<file path="src/rtl/cca_pkg.sv">
package cca_pkg;

    // ----------------------------------------
    // sample path
    // ----------------------------------------
    localparam int SAMPLE_W     = 16;   // signed I or Q
    localparam int POWER_W      = 16;
    localparam int POWER_SHIFT  = 15;   // I^2 + Q^2 scaling before saturation

    localparam int FIFO_DEPTH   = 16;
    localparam int FIFO_LEVEL_W = 5;    // holds 0..FIFO_DEPTH

    // averaging window
    localparam int WINDOW_LOG2  = 4;
    localparam int WINDOW_LEN   = 1 << WINDOW_LOG2;

    // ----------------------------------------
    // APB register map
    // ----------------------------------------
    localparam int APB_ADDR_W   = 12;
    localparam int APB_DATA_W   = 32;

    localparam logic [APB_ADDR_W-1:0] REG_CTRL   = 12'h000;
    localparam logic [APB_ADDR_W-1:0] REG_LIMITS = 12'h004;
    localparam logic [APB_ADDR_W-1:0] REG_STATUS = 12'h008;
    localparam logic [APB_ADDR_W-1:0] REG_POWER  = 12'h00C;   // read only

    // control fields
    localparam int CTRL_RUN_BIT    = 0;
    localparam int CTRL_CCA_EN_BIT = 1;

    // limits, upper in the high half
    localparam int LIMIT_UPPER_LSB = 16;
    localparam int LIMIT_LOWER_LSB = 0;

    // status fields
    localparam int STATUS_BUSY_BIT  = 0;
    localparam int STATUS_OVF_BIT   = 1;    // sticky, write 1 to clear
    localparam int STATUS_LEVEL_LSB = 16;

endpackage

</file>
<file path="src/rtl/apb_cca_regs.sv">
`timescale 1ns/100ps

module apb_cca_regs (
    input  logic                            clk_80m,
    input  logic                            rst_i,
    // apb slave
    input  logic                            psel_i,
    input  logic                            penable_i,
    input  logic                            pwrite_i,
    input  logic [cca_pkg::APB_ADDR_W-1:0]  paddr_i,
    input  logic [cca_pkg::APB_DATA_W-1:0]  pwdata_i,
    output logic [cca_pkg::APB_DATA_W-1:0]  prdata_o,
    output logic                            pready_o,
    output logic                            pslverr_o,
    // status sources
    input  logic                            ovf_i,
    input  logic [cca_pkg::FIFO_LEVEL_W-1:0] fifo_level_i,
    input  logic                            cca_busy_i,
    input  logic                            avg_valid_i,
    input  logic [cca_pkg::POWER_W-1:0]     avg_power_i,
    // controls
    output logic                            run_o,
    output logic                            cca_en_o,
    output logic [cca_pkg::POWER_W-1:0]     upper_limit_o,
    output logic [cca_pkg::POWER_W-1:0]     lower_limit_o
);

    logic                          access;
    logic                          hit_ctrl;
    logic                          hit_limits;
    logic                          hit_status;
    logic                          hit_power;
    logic                          wr_en;
    logic                          ovf_q;
    logic [cca_pkg::POWER_W-1:0]   power_q;

    // ----------------------------------------
    // address decode
    // ----------------------------------------
    assign access     = psel_i & penable_i;
    assign hit_ctrl   = (paddr_i == cca_pkg::REG_CTRL);
    assign hit_limits = (paddr_i == cca_pkg::REG_LIMITS);
    assign hit_status = (paddr_i == cca_pkg::REG_STATUS);
    assign hit_power  = (paddr_i == cca_pkg::REG_POWER);

    assign wr_en      = access & pwrite_i;

    assign pready_o   = 1'b1;   // zero wait states

    // unknown offset, or a write to the read-only power word
    assign pslverr_o  = access &
                        (~(hit_ctrl | hit_limits | hit_status | hit_power) |
                         (pwrite_i & hit_power));

    // ----------------------------------------
    // register state
    // ----------------------------------------
    always_ff @(posedge clk_80m) begin
        if (rst_i) begin
            run_o         <= 1'b0;
            cca_en_o      <= 1'b0;
            upper_limit_o <= '0;
            lower_limit_o <= '0;
            ovf_q         <= 1'b0;
            power_q       <= '0;
        end else begin
            if (wr_en && hit_ctrl) begin
                run_o    <= pwdata_i[cca_pkg::CTRL_RUN_BIT];
                cca_en_o <= pwdata_i[cca_pkg::CTRL_CCA_EN_BIT];
            end
            if (wr_en && hit_limits) begin
                upper_limit_o <= pwdata_i[cca_pkg::LIMIT_UPPER_LSB +: cca_pkg::POWER_W];
                lower_limit_o <= pwdata_i[cca_pkg::LIMIT_LOWER_LSB +: cca_pkg::POWER_W];
            end
            // a new overflow beats a clear in the same cycle
            if (ovf_i) begin
                ovf_q <= 1'b1;
            end else if (wr_en && hit_status && pwdata_i[cca_pkg::STATUS_OVF_BIT]) begin
                ovf_q <= 1'b0;
            end
            if (avg_valid_i) begin
                power_q <= avg_power_i;   // last average for read-back
            end
        end
    end

    // read mux, valid in the access phase
    always_comb begin
        prdata_o = '0;
        if (hit_ctrl) begin
            prdata_o[cca_pkg::CTRL_RUN_BIT]    = run_o;
            prdata_o[cca_pkg::CTRL_CCA_EN_BIT] = cca_en_o;
        end else if (hit_limits) begin
            prdata_o[cca_pkg::LIMIT_UPPER_LSB +: cca_pkg::POWER_W] = upper_limit_o;
            prdata_o[cca_pkg::LIMIT_LOWER_LSB +: cca_pkg::POWER_W] = lower_limit_o;
        end else if (hit_status) begin
            prdata_o[cca_pkg::STATUS_BUSY_BIT] = cca_busy_i;
            prdata_o[cca_pkg::STATUS_OVF_BIT]  = ovf_q;
            prdata_o[cca_pkg::STATUS_LEVEL_LSB +: cca_pkg::FIFO_LEVEL_W] = fifo_level_i;
        end else if (hit_power) begin
            prdata_o[cca_pkg::POWER_W-1:0] = power_q;
        end
    end

    // access phase only ever follows a select
    a_penable_needs_psel: assert property (
        @(posedge clk_80m) disable iff (rst_i) penable_i |-> psel_i
    );

endmodule

</file>
<file path="src/rtl/rx_sample_fifo.sv">
`timescale 1ns/100ps

module rx_sample_fifo (
    input  logic                                clk_80m,
    input  logic                                rst_i,
    // converter side
    input  logic                                adc_valid_i,
    input  logic                                adc_enable_i_i,
    input  logic                                adc_enable_q_i,
    input  logic signed [cca_pkg::SAMPLE_W-1:0] adc_i_i,
    input  logic signed [cca_pkg::SAMPLE_W-1:0] adc_q_i,
    // drain control
    input  logic                                run_i,
    // to the estimator
    output logic                                smp_valid_o,
    output logic signed [cca_pkg::SAMPLE_W-1:0] smp_i_o,
    output logic signed [cca_pkg::SAMPLE_W-1:0] smp_q_o,
    output logic [cca_pkg::FIFO_LEVEL_W-1:0]    level_o,
    output logic                                ovf_o
);

    logic [2*cca_pkg::SAMPLE_W-1:0]         mem [cca_pkg::FIFO_DEPTH];
    logic [$clog2(cca_pkg::FIFO_DEPTH)-1:0] wr_ptr;
    logic [$clog2(cca_pkg::FIFO_DEPTH)-1:0] rd_ptr;
    logic                                   qualified;
    logic                                   full;
    logic                                   empty;
    logic                                   push;
    logic                                   pop;

    // both channels must be live for a usable pair
    assign qualified = adc_valid_i & adc_enable_i_i & adc_enable_q_i;

    assign full  = (level_o == cca_pkg::FIFO_DEPTH);
    assign empty = (level_o == '0);
    assign push  = qualified & ~full;   // dropped when full
    assign pop   = run_i & ~empty;

    // ----------------------------------------
    // pointers and fill level
    // ----------------------------------------
    always_ff @(posedge clk_80m) begin
        if (rst_i) begin
            wr_ptr      <= '0;
            rd_ptr      <= '0;
            level_o     <= '0;
            smp_valid_o <= 1'b0;
            ovf_o       <= 1'b0;
        end else begin
            if (push) begin
                wr_ptr <= wr_ptr + 1'b1;   // wraps at depth
            end
            if (pop) begin
                rd_ptr <= rd_ptr + 1'b1;
            end
            case ({push, pop})
                2'b10:   level_o <= level_o + 1'b1;
                2'b01:   level_o <= level_o - 1'b1;
                default: level_o <= level_o;
            endcase
            smp_valid_o <= pop;
            ovf_o       <= qualified & full;   // one pulse per lost sample
        end
    end

    // storage and output payload
    always_ff @(posedge clk_80m) begin
        if (push) begin
            mem[wr_ptr] <= {adc_i_i, adc_q_i};
        end
        if (pop) begin
            {smp_i_o, smp_q_o} <= mem[rd_ptr];
        end
    end

    a_level_in_range: assert property (
        @(posedge clk_80m) disable iff (rst_i) level_o <= cca_pkg::FIFO_DEPTH
    );

endmodule

</file>
<file path="src/rtl/power_estimator.sv">
`timescale 1ns/100ps

module power_estimator (
    input  logic                                clk_80m,
    input  logic                                rst_i,
    input  logic                                smp_valid_i,
    input  logic signed [cca_pkg::SAMPLE_W-1:0] smp_i_i,
    input  logic signed [cca_pkg::SAMPLE_W-1:0] smp_q_i,
    output logic                                avg_valid_o,
    output logic [cca_pkg::POWER_W-1:0]         avg_power_o
);

    logic signed [2*cca_pkg::SAMPLE_W-1:0]      sq_i;
    logic signed [2*cca_pkg::SAMPLE_W-1:0]      sq_q;
    logic [2*cca_pkg::SAMPLE_W:0]               energy;     // one spare bit for the sum
    logic [2*cca_pkg::SAMPLE_W:0]               energy_shr;
    logic [cca_pkg::POWER_W-1:0]                inst_pwr;

    logic                                       pwr_valid_q;
    logic [cca_pkg::POWER_W-1:0]                pwr_q;

    logic [cca_pkg::POWER_W-1:0]                hist [cca_pkg::WINDOW_LEN];
    logic [cca_pkg::WINDOW_LOG2-1:0]            hist_ptr;   // oldest entry
    logic [cca_pkg::POWER_W+cca_pkg::WINDOW_LOG2-1:0] sum_q;

    // ----------------------------------------
    // stage 1, instantaneous power
    // ----------------------------------------
    assign sq_i       = smp_i_i * smp_i_i;
    assign sq_q       = smp_q_i * smp_q_i;
    assign energy     = {1'b0, sq_i} + {1'b0, sq_q};   // squares are never negative
    assign energy_shr = energy >> cca_pkg::POWER_SHIFT;

    // clip to full scale
    always_comb begin
        if (|energy_shr[2*cca_pkg::SAMPLE_W:cca_pkg::POWER_W]) begin
            inst_pwr = '1;
        end else begin
            inst_pwr = energy_shr[cca_pkg::POWER_W-1:0];
        end
    end

    always_ff @(posedge clk_80m) begin
        if (rst_i) begin
            pwr_valid_q <= 1'b0;
        end else begin
            pwr_valid_q <= smp_valid_i;
        end
    end

    always_ff @(posedge clk_80m) begin
        if (smp_valid_i) begin
            pwr_q <= inst_pwr;
        end
    end

    // ----------------------------------------
    // stage 2, sliding window sum
    // ----------------------------------------
    always_ff @(posedge clk_80m) begin
        if (rst_i) begin
            for (int k = 0; k < cca_pkg::WINDOW_LEN; k++) begin
                hist[k] <= '0;
            end
            hist_ptr    <= '0;
            sum_q       <= '0;
            avg_valid_o <= 1'b0;
        end else begin
            avg_valid_o <= pwr_valid_q;
            if (pwr_valid_q) begin
                // new value in, oldest value out
                sum_q          <= sum_q + pwr_q - hist[hist_ptr];
                hist[hist_ptr] <= pwr_q;
                hist_ptr       <= hist_ptr + 1'b1;
            end
        end
    end

    // divide by window length
    assign avg_power_o = sum_q[cca_pkg::WINDOW_LOG2 +: cca_pkg::POWER_W];

endmodule

</file>
<file path="src/rtl/cca_decision.sv">
`timescale 1ns/100ps

module cca_decision (
    input  logic                        clk_80m,
    input  logic                        rst_i,
    input  logic                        cca_en_i,
    input  logic [cca_pkg::POWER_W-1:0] upper_limit_i,
    input  logic [cca_pkg::POWER_W-1:0] lower_limit_i,
    input  logic                        avg_valid_i,
    input  logic [cca_pkg::POWER_W-1:0] avg_power_i,
    output logic                        cca_busy_o,
    output logic                        cca_fall_o
);

    logic above_upper;
    logic below_lower;

    assign above_upper = (avg_power_i > upper_limit_i);
    assign below_lower = (avg_power_i < lower_limit_i);

    // ----------------------------------------
    // hysteresis state
    // ----------------------------------------
    always_ff @(posedge clk_80m) begin
        if (rst_i) begin
            cca_busy_o <= 1'b0;
            cca_fall_o <= 1'b0;
        end else begin
            cca_fall_o <= 1'b0;   // single cycle pulse
            if (!cca_en_i) begin
                cca_busy_o <= 1'b0;   // disabled, quiet drop to idle
            end else if (avg_valid_i) begin
                if (!cca_busy_o && above_upper) begin
                    cca_busy_o <= 1'b1;
                end else if (cca_busy_o && below_lower) begin
                    cca_busy_o <= 1'b0;
                    cca_fall_o <= 1'b1;
                end
            end
        end
    end

    // a fall pulse always comes out of the busy state
    a_fall_after_busy: assert property (
        @(posedge clk_80m) disable iff (rst_i) cca_fall_o |-> $past(cca_busy_o)
    );

endmodule

</file>
<file path="src/rtl/cca_frontend_top.sv">
`timescale 1ns/100ps

module cca_frontend_top (
    input  logic                                clk_80m,
    input  logic                                rst_i,
    // apb register port
    input  logic                                psel_i,
    input  logic                                penable_i,
    input  logic                                pwrite_i,
    input  logic [cca_pkg::APB_ADDR_W-1:0]      paddr_i,
    input  logic [cca_pkg::APB_DATA_W-1:0]      pwdata_i,
    output logic [cca_pkg::APB_DATA_W-1:0]      prdata_o,
    output logic                                pready_o,
    output logic                                pslverr_o,
    // rf converter samples
    input  logic                                adc_valid_i,
    input  logic                                adc_enable_i_i,
    input  logic                                adc_enable_q_i,
    input  logic signed [cca_pkg::SAMPLE_W-1:0] adc_i_i,
    input  logic signed [cca_pkg::SAMPLE_W-1:0] adc_q_i,
    // channel state
    output logic                                cca_busy_o,
    output logic                                cca_fall_o
);

    // ----------------------------------------
    // internal wires
    // ----------------------------------------
    logic                                smp_valid;
    logic signed [cca_pkg::SAMPLE_W-1:0] smp_i;
    logic signed [cca_pkg::SAMPLE_W-1:0] smp_q;
    logic [cca_pkg::FIFO_LEVEL_W-1:0]    fifo_level;
    logic                                ovf;
    logic                                avg_valid;
    logic [cca_pkg::POWER_W-1:0]         avg_power;
    logic                                run;
    logic                                cca_en;
    logic [cca_pkg::POWER_W-1:0]         upper_limit;
    logic [cca_pkg::POWER_W-1:0]         lower_limit;

    rx_sample_fifo u_fifo (
        .clk_80m        (clk_80m),
        .rst_i          (rst_i),
        .adc_valid_i    (adc_valid_i),
        .adc_enable_i_i (adc_enable_i_i),
        .adc_enable_q_i (adc_enable_q_i),
        .adc_i_i        (adc_i_i),
        .adc_q_i        (adc_q_i),
        .run_i          (run),
        .smp_valid_o    (smp_valid),
        .smp_i_o        (smp_i),
        .smp_q_o        (smp_q),
        .level_o        (fifo_level),
        .ovf_o          (ovf)
    );

    power_estimator u_power (
        .clk_80m     (clk_80m),
        .rst_i       (rst_i),
        .smp_valid_i (smp_valid),
        .smp_i_i     (smp_i),
        .smp_q_i     (smp_q),
        .avg_valid_o (avg_valid),
        .avg_power_o (avg_power)
    );

    cca_decision u_decision (
        .clk_80m       (clk_80m),
        .rst_i         (rst_i),
        .cca_en_i      (cca_en),
        .upper_limit_i (upper_limit),
        .lower_limit_i (lower_limit),
        .avg_valid_i   (avg_valid),
        .avg_power_i   (avg_power),
        .cca_busy_o    (cca_busy_o),
        .cca_fall_o    (cca_fall_o)   // agc fall equivalent
    );

    apb_cca_regs u_regs (
        .clk_80m       (clk_80m),
        .rst_i         (rst_i),
        .psel_i        (psel_i),
        .penable_i     (penable_i),
        .pwrite_i      (pwrite_i),
        .paddr_i       (paddr_i),
        .pwdata_i      (pwdata_i),
        .prdata_o      (prdata_o),
        .pready_o      (pready_o),
        .pslverr_o     (pslverr_o),
        .ovf_i         (ovf),
        .fifo_level_i  (fifo_level),
        .cca_busy_i    (cca_busy_o),
        .avg_valid_i   (avg_valid),
        .avg_power_i   (avg_power),
        .run_o         (run),
        .cca_en_o      (cca_en),
        .upper_limit_o (upper_limit),
        .lower_limit_o (lower_limit)
    );

endmodule

</file>
<file path="config.mk">
export PLATFORM = sky130hd
export DESIGN_NAME = cca_frontend_top
export DESIGN_NICKNAME = d
export VERILOG_FILES = /design/src/rtl/cca_pkg.sv /design/src/rtl/apb_cca_regs.sv /design/src/rtl/rx_sample_fifo.sv /design/src/rtl/power_estimator.sv /design/src/rtl/cca_decision.sv /design/src/rtl/cca_frontend_top.sv
export SDC_FILE = /design/constraint.sdc
export NUM_CORES = 2
export LEC_CHECK = 0
export BUFFER_PORTS_ARGS = -buffer_cell sky130_fd_sc_hd__buf_2
export CORE_MARGIN = 3
export CORE_UTILIZATION = 56
export CTS_CLUSTER_SIZE = 20
export DETAILED_ROUTE_END_ITERATION = 6
export PLACE_DENSITY = 0.72
export SLEW_MARGIN = 20
export SYNTH_ARGS = -nofsm -noshare
export SYNTH_HDL_FRONTEND = slang
export SYNTH_SLANG_ARGS = --single-unit
</file>
<file path="constraint.sdc">
create_clock -name clk_80m -period 8.3 [get_ports clk_80m]
set_input_delay 0.83 -clock clk_80m [delete_from_list [all_inputs] [get_ports clk_80m]]
set_output_delay 0.83 -clock clk_80m [all_outputs]
set_load 0.05 [all_outputs]
</file>
== Word level (Yosys, flattened, before mapping) ==
Memory sizes are Yosys's and may differ from the RTL's. A register that Yosys moved wholly into a read port is not among the register bits.
Index checks and enable logic that the tools add are counted.

* Register bits after elaboration: 110
* Bits in writable memories: 768
* Input port bits: 84
* Output and inout port bits: 36
* Logic and storage cells: 99
* Memories kept: 2

* $add $sub $neg: 8
* Multipliers: 2
* Magnitude comparators: 2
* Equality and inequality tests: 6
* Mux-type cells: 26
* Bitwise operators: 18
* Reduce and logical (&&, ||, !) cells: 17

{| class="wikitable"
|+ Memory list
! memory !! depth !! bits a word !! rd ports !! clocked after memory_dff !! wr ports !! line !! source
|-
| u_fifo.mem || 16 || 32 || 1 || 1 || 1 || rx_sample_fifo.sv:22 || <nowiki>logic [2*cca_pkg::SAMPLE_W-1:0] mem [cca_pkg::FIFO_DEPTH];</nowiki>
|-
| u_power.hist || 16 || 16 || 1 || 1 || 16 || power_estimator.sv:22 || <nowiki>logic [cca_pkg::POWER_W-1:0] hist [cca_pkg::WINDOW_LEN];</nowiki>
|}

{| class="wikitable"
|+ Operators with widths
! cell !! number
|-
| multiplier 16 x 16 -> 32 bit || 2
|-
| adder 32 x 32 -> 33 bit || 1
|-
| two-way mux 16 bit || 2
|-
| two-way mux 30 bit || 1
|-
| equality test 12 x 4 -> 1 bit, second input constant || 2
|-
| two-way mux 21 bit || 1
|-
| adder 20 x 16 -> 20 bit || 1
|-
| subtractor 20 x 16 -> 20 bit || 1
|-
| greater-than comparator 16 bit || 1
|-
| < comparator 16 bit || 1
|-
| OR reduction 16 bit || 1
|-
| two-way mux 14 bit || 1
|-
| two-way mux 1 bit || 13
|-
| adder 4 x 1 -> 4 bit, second input constant || 3
|-
| equality test 12 x 3 -> 1 bit, second input constant || 1
|-
| logical NOT 12 bit || 1
|-
| two-way mux 4 bit || 3
|-
| two-way mux 11 bit || 1
|-
| one-hot mux 5 bit (2 select lines) || 1
|-
| bitwise AND 1 bit || 9
|-
| logical AND 1 bit || 6
|-
| nonzero test 2 bit || 3
|-
| adder 5 x 1 -> 5 bit, second input constant || 1
|-
| equality test 5 bit, second input constant || 1
|-
| other kinds (12) || 21
|}

== Depth between registers and ports, before layout ==
* Word-level depth: 7
* Gate-level depth with buffers: 33
* Depth with buffers taken out: 32

== Modules after synthesis ==
Synthesis repeated with hierarchy kept, for this count alone.

* Cells, all modules: 4472
* Area, all modules: 57566.5 um^2

{| class="wikitable"
|+ By module, submodules not included
! module !! times used !! cells an instance !! area an instance (um^2) !! seq. area each (um^2)
|-
| power_estimator || 1 || 3144 || 33226.9 || 8768.4
|-
| rx_sample_fifo || 1 || 934 || 20993.9 || 16636.0
|-
| apb_cca_regs || 1 || 277 || 2491.1 || 1021.0
|-
| cca_decision || 1 || 117 || 854.6 || 40.0
|}

== Least setup slack after synthesis ==
OpenSTA, ideal clock, no wires.

* Path kind: register to register
* From: register u_fifo.smp_q_o[14] in the netlist's numbering (read register of u_fifo.mem)
* To: register u_power.pwr_q[10] in the netlist's numbering (data pin)
* Setup time: 0.271 ns
* Data arrival time: 7.373 ns
* Data required time: 8.029 ns
* Path slack: 0.656 ns
* Cell stages (with the launch flop): 28
* Path buffers: 3
* Clock period less this slack: 7.644 ns
* Cells stage by stage: edfxtp_1 > clkbuf_1 > clkbuf_1 > nand2_1 > fa_1 > fa_1 > fa_1 > inv_1 > fa_1 > fa_1 > inv_1 > fa_1 > inv_1 > ha_1 > and3_1 > a221oi_1 > o21bai_1 > nand4_1 > o221ai_2 > o31a_1 > a221o_1 > a211oi_2 > xnor2_1 > ha_1 > or3_1 > a21oi_1 > clkbuf_1 > nand3_1

* Word-level cells in the longest chain between the ends: 3

{| class="wikitable"
|+ RTL lines
! item !! line !! source
|-
| start: declaration || rx_sample_fifo.sv:17 || <nowiki>output logic signed [cca_pkg::SAMPLE_W-1:0] smp_q_o,</nowiki>
|-
| multiplier 16 x 16 -> 32 bit * || power_estimator.sv:30 || <nowiki>assign sq_q = smp_q_i * smp_q_i;</nowiki>
|-
| adder 32 x 32 -> 33 bit * || power_estimator.sv:31 || <nowiki>assign energy = {1'b0, sq_i} + {1'b0, sq_q};</nowiki>
|-
| OR reduction 2 bit || power_estimator.sv:36 || <nowiki>if (|energy_shr[2*cca_pkg::SAMPLE_W:cca_pkg::POWER_W]) begin</nowiki>
|-
| end signal: assignment || power_estimator.sv:53 || <nowiki>pwr_q <= inst_pwr;</nowiki>
|-
| end: declaration || power_estimator.sv:20 || <nowiki>logic [cca_pkg::POWER_W-1:0] pwr_q;</nowiki>
|}

Mark *: on every way between the ends. The rest lies on a longest branch, timed or not.
A chain may end at the register's enable or synchronous reset.

== Final worst setup path ==
* From: register u_fifo.smp_q_o[9] in the netlist's numbering (read register of u_fifo.mem)
* To: register u_power.pwr_q[14] in the netlist's numbering (data pin)

The elaborated chain is that of the path after synthesis.

==> impl_metrics.py <==
metrics = {
    "clock_tree": {
        "cts_sinks": 914,
        "clockRootBuffer": "clkbuf_16",
        "clkSlewWorstSetupHoldPaths_ns": 0.06,
        "clk_path_buf_depth": 3,
        "cts_hold_buf": 0,
        "insertion_delay_ns": 0.66,
        "cts_tree": "yes",
        "htree_levels": 3,
        "cts_inserted_buffers": 87,
    },
    "die": {
        "core-area_um2": 101000,
        "die_w_um": 325,
        "start_util_pct": 56.7,
        "die_area_um2": 106000,
        "ios": 120,
        "rows": 116,
        "chipHeight_um": 325,
    },
    "final_layout": {
        "layout.nets": 5313,
        "area_growth_pct": 9.86,
        "drive_gt1_share_pct": 15.1,
        "mostFrequentLayoutCell": "edfxtp_1",
        "num-fill-cells": 7519,
        "layout_common_cells": "816 x edfxtp_1, 742 x inv_1, 492 x fa_1",
        "postLayoutCoreUtil_pct": 62.3,
    },
    "synth": {
        "synth_edf_count": 816,
        "ys_ff_latch": 914,
        "synth_nets": 5190,
        "async_reset_ff_share_pct": 0,
        "ys_warn_count": 0,
        "synthesis.area_um2": 57000,
        "yosys_most_used_dff": "edfxtp_1",
        "syn_area_per_cell_um2": 13.1,
        "synth_cell_types": 65,
        "synth_seq_area_share_pct": 46.4,
        "netlist_instances": 4350,
    },
    "drt": {
        "drt_iter0_markers": 3144,
        "routed_via_density": 5.84,
        "num_vias": 34500,
        "drc": 0,
        "ant_nets": 0,
        "routed_wl_um": 131000,
        "drt_first_pass_iters": 6,
        "wl_per_cell_um": 22.2,
    },
    "grt": {
        "antenna_found_initial": 15,
        "grt_pass1_vias": 36100,
        "grt_max_degree": 114,
        "overflow": 0,
        "grt_pass1_wl_um": 207000,
        "gr-usage-all-layers_pct": 25.4,
    },
    "pwr": {
        "p_int_mw": 7.22,
        "power.switching_mw": 1.86,
        "p_leak_nw": 24.4,
        "swShare_pct": 20.5,
        "combPwrFrac_pct": 2.3,
        "power_frac_clock_pct": 42.0,
        "vdd_drop_max_v": 0.000178,
        "seq_power_share_pct": 55.7,
        "p_per_area_nw_per_um2": 145,
    },
    "hold_path": {
        "min_path_type": "input port to flop",
    },
    "setup_path": {
        "end_kind": "flop",
        "criticalPathCategory": "flop to flop",
        "critical_path.slowest_cell": "fa_1",
        "cpLargestDelayFamily": "adder cells",
        "required_ns": 8.70,
        "cp-start-kind": "flop",
        "max_stage_delay_ns": 0.56,
        "cpMostUsedCell": "fa_1",
        "critPathBufInv": 4,
        "critPathMaxFanout": 8,
        "cp.arrival_ns": 8.41,
    },
    "place": {
        "place.gp.congestion": 0.908,
        "post-dp-hpwl_um": 87400,
        "io_buffer_count": 118,
    },
    "timing": {
        "finClkSkew_ns": 0.0351,
        "hold_violations": 0,
        "max_freq_mhz": 125,
        "setup_viol": 0,
        "tns_ns": 0,
        "drv_slew": 0,
        "slew_headroom_pct": 28.2,
        "fin_crit_ns": 8.02,
        "post-route-period-util_pct": 96.6,
        "tightest_slew_ns": 1.08,
    },
    "outcome": {
        "outcome": "complete, no violations",
    },
    "job": {
        "cap_violations": 0,
    },
}
worst reg2reg max path, cell delays in order (launching register included):
cell      delay, ns
edfxtp_1       0.53
buf_4          0.22
nand2_1        0.10
inv_1          0.08
fa_1           0.53
inv_1          0.05
fa_1           0.56
fa_1           0.45
fa_1           0.55
inv_1          0.05
fa_1           0.49
fa_1           0.42
ha_1           0.36
a21o_1         0.20
a21oi_1        0.26
o21a_1         0.15
o31a_1         0.24
o221ai_2       0.14
o31a_1         0.30
a221o_1        0.40
a211oi_2       0.22
xnor2_1        0.14
ha_1           0.25
or3_1          0.41
or3_1          0.35
o41ai_1        0.26
nor3_1         0.07
power groups by stage:
stage	Sequential [mW]	Combinational [mW]	Clock, mW
after floorplan	5.16	0.0980	0
after detailed placement	5.16	0.203	0
after global placement	5.15	0.199	0
after global routing	5.06	0.223	4.05
final	5.06	0.206	3.81
after CTS	5.06	0.205	3.87
registers in the layout, summed over array words and instances, names as in the netlist, named ones only:
signal,cells
u_power.pwr_valid_q,1
u_power.hist,256
u_power.pwr_q,16
u_fifo.level_o,5
u_fifo.smp_i_o,16
u_fifo.wr_ptr,4
u_regs.ovf_q,1
u_power.hist_ptr,4
u_regs.cca_en_o,1
u_regs.run_o,1
u_decision.cca_busy_o,1
u_decision.cca_fall_o,1
u_regs.upper_limit_o,16
u_fifo.mem,512
u_regs.lower_limit_o,16
u_fifo.ovf_o,1
u_power.avg_valid_o,1
u_power.sum_q,20
u_regs.power_q,16
u_fifo.smp_valid_o,1
u_fifo.rd_ptr,4
u_fifo.smp_q_o,16
timing repair:
action	in CTS	in global routing
buffers inserted	0	21
endpoints found under the setup margin	0	16
gates resized for setup	0	13
hold endpoints to repair	0	0
cells in the mapped netlist (all sizes together), types with 10 or more instances:
| cell | n | area [µm²] |
|---|---|---|
| clkbuf | 185 | 694 |
| clkinv | 18 | 67.6 |
| o21a | 18 | 135 |
| edfxtp | 816 | 24500 |
| and2 | 82 | 513 |
| a211oi | 12 | 95.1 |
| o21bai | 14 | 105 |
| nand2b | 20 | 125 |
| a21o | 40 | 300 |
| nand4 | 16 | 100 |
| inv | 742 | 2790 |
| mux4 | 242 | 5450 |
| buf | 37 | 144 |
| nor3 | 229 | 1150 |
| nand2 | 260 | 976 |
| a21oi | 117 | 586 |
| nand3 | 42 | 210 |
| fa | 493 | 9870 |
| xor2 | 30 | 263 |
| nor2b | 13 | 81.3 |
| nor4 | 70 | 438 |
| mux2i | 50 | 500 |
| and3 | 10 | 62.6 |
| dfxtp | 98 | 1960 |
| nor2 | 183 | 687 |
| o21ai | 59 | 295 |
| xnor2 | 88 | 771 |
| ha | 263 | 3290 |
path summary, 6_finish.rpt:
kind	cells past startpoint	slack [ns]	startpoint	end
hold reg to reg	2	0.46	u_regs.upper_limit_o[13]	u_regs.upper_limit_o[13]
hold / removal	3	0.41	pwdata_i[23]	u_regs.upper_limit_o[7]
setup / recovery	26	0.28	u_fifo.smp_q_o[9]	u_power.pwr_q[14]
setup reg to reg	26	0.28	u_fifo.smp_q_o[9]	u_power.pwr_q[14]
cells by family (layout without fill, tap and decap cells):
group,Yosys count,in the layout,synth area share [%]
AND/OR/NAND/NOR,950,950,7.93
adder cells (fa/ha/maj),756,756,23.1
other,1,10,0.00658
AO/OA/AOI/OAI,335,335,3.80
XOR/XNOR,118,118,1.81
multiplexers,294,294,10.5
buffers and inverters,982,1173,6.47
flip-flops,914,914,46.4
through the flow:
step / power (mW) / cell area [µm²] / hold WS, ns / worst slack, ns / std cells
after floorplan: 5.25 / 57000 / 0.413 / 0.656 / 4350
after global placement: 5.35 / 59600 / 0.419 / 0.203 / 5720
after detailed placement: 5.36 / 59600 / 0.448 / 0.106 / 5720
after CTS: 9.13 / 62300 / 0.372 / 0.0695 / 5877
after global routing: 9.33 / 62600 / 0.389 / -0.00670 / 5902
final: 9.08 / 62600 / 0.414 / 0.284 / 5907
area by class of cell:
| class | count | area (µm²) | area share [%] |
|---|---|---|---|
| Tap cell | 1357 | 1700 | 2.71 |
| Clock inverter | 43 | 378 | 0.603 |
| Antenna cell | 9 | 22.5 | 0.0360 |
| Timing Repair Buffer | 256 | 1770 | 2.82 |
| Multi-Input combinational cell | 2454 | 27100 | 43.3 |
| Clock buffer | 114 | 2320 | 3.70 |
| Sequential cell | 914 | 26500 | 42.3 |
| Inverter | 760 | 2850 | 4.55 |
metal layers:
layer,track usage [%],part of all wire (%)
met5,0,0.037
met2,40.8,48
met1,34.8,40
met3,5.34,7.8
met4,9.07,3.4
(Power assumes the default switching activity.)
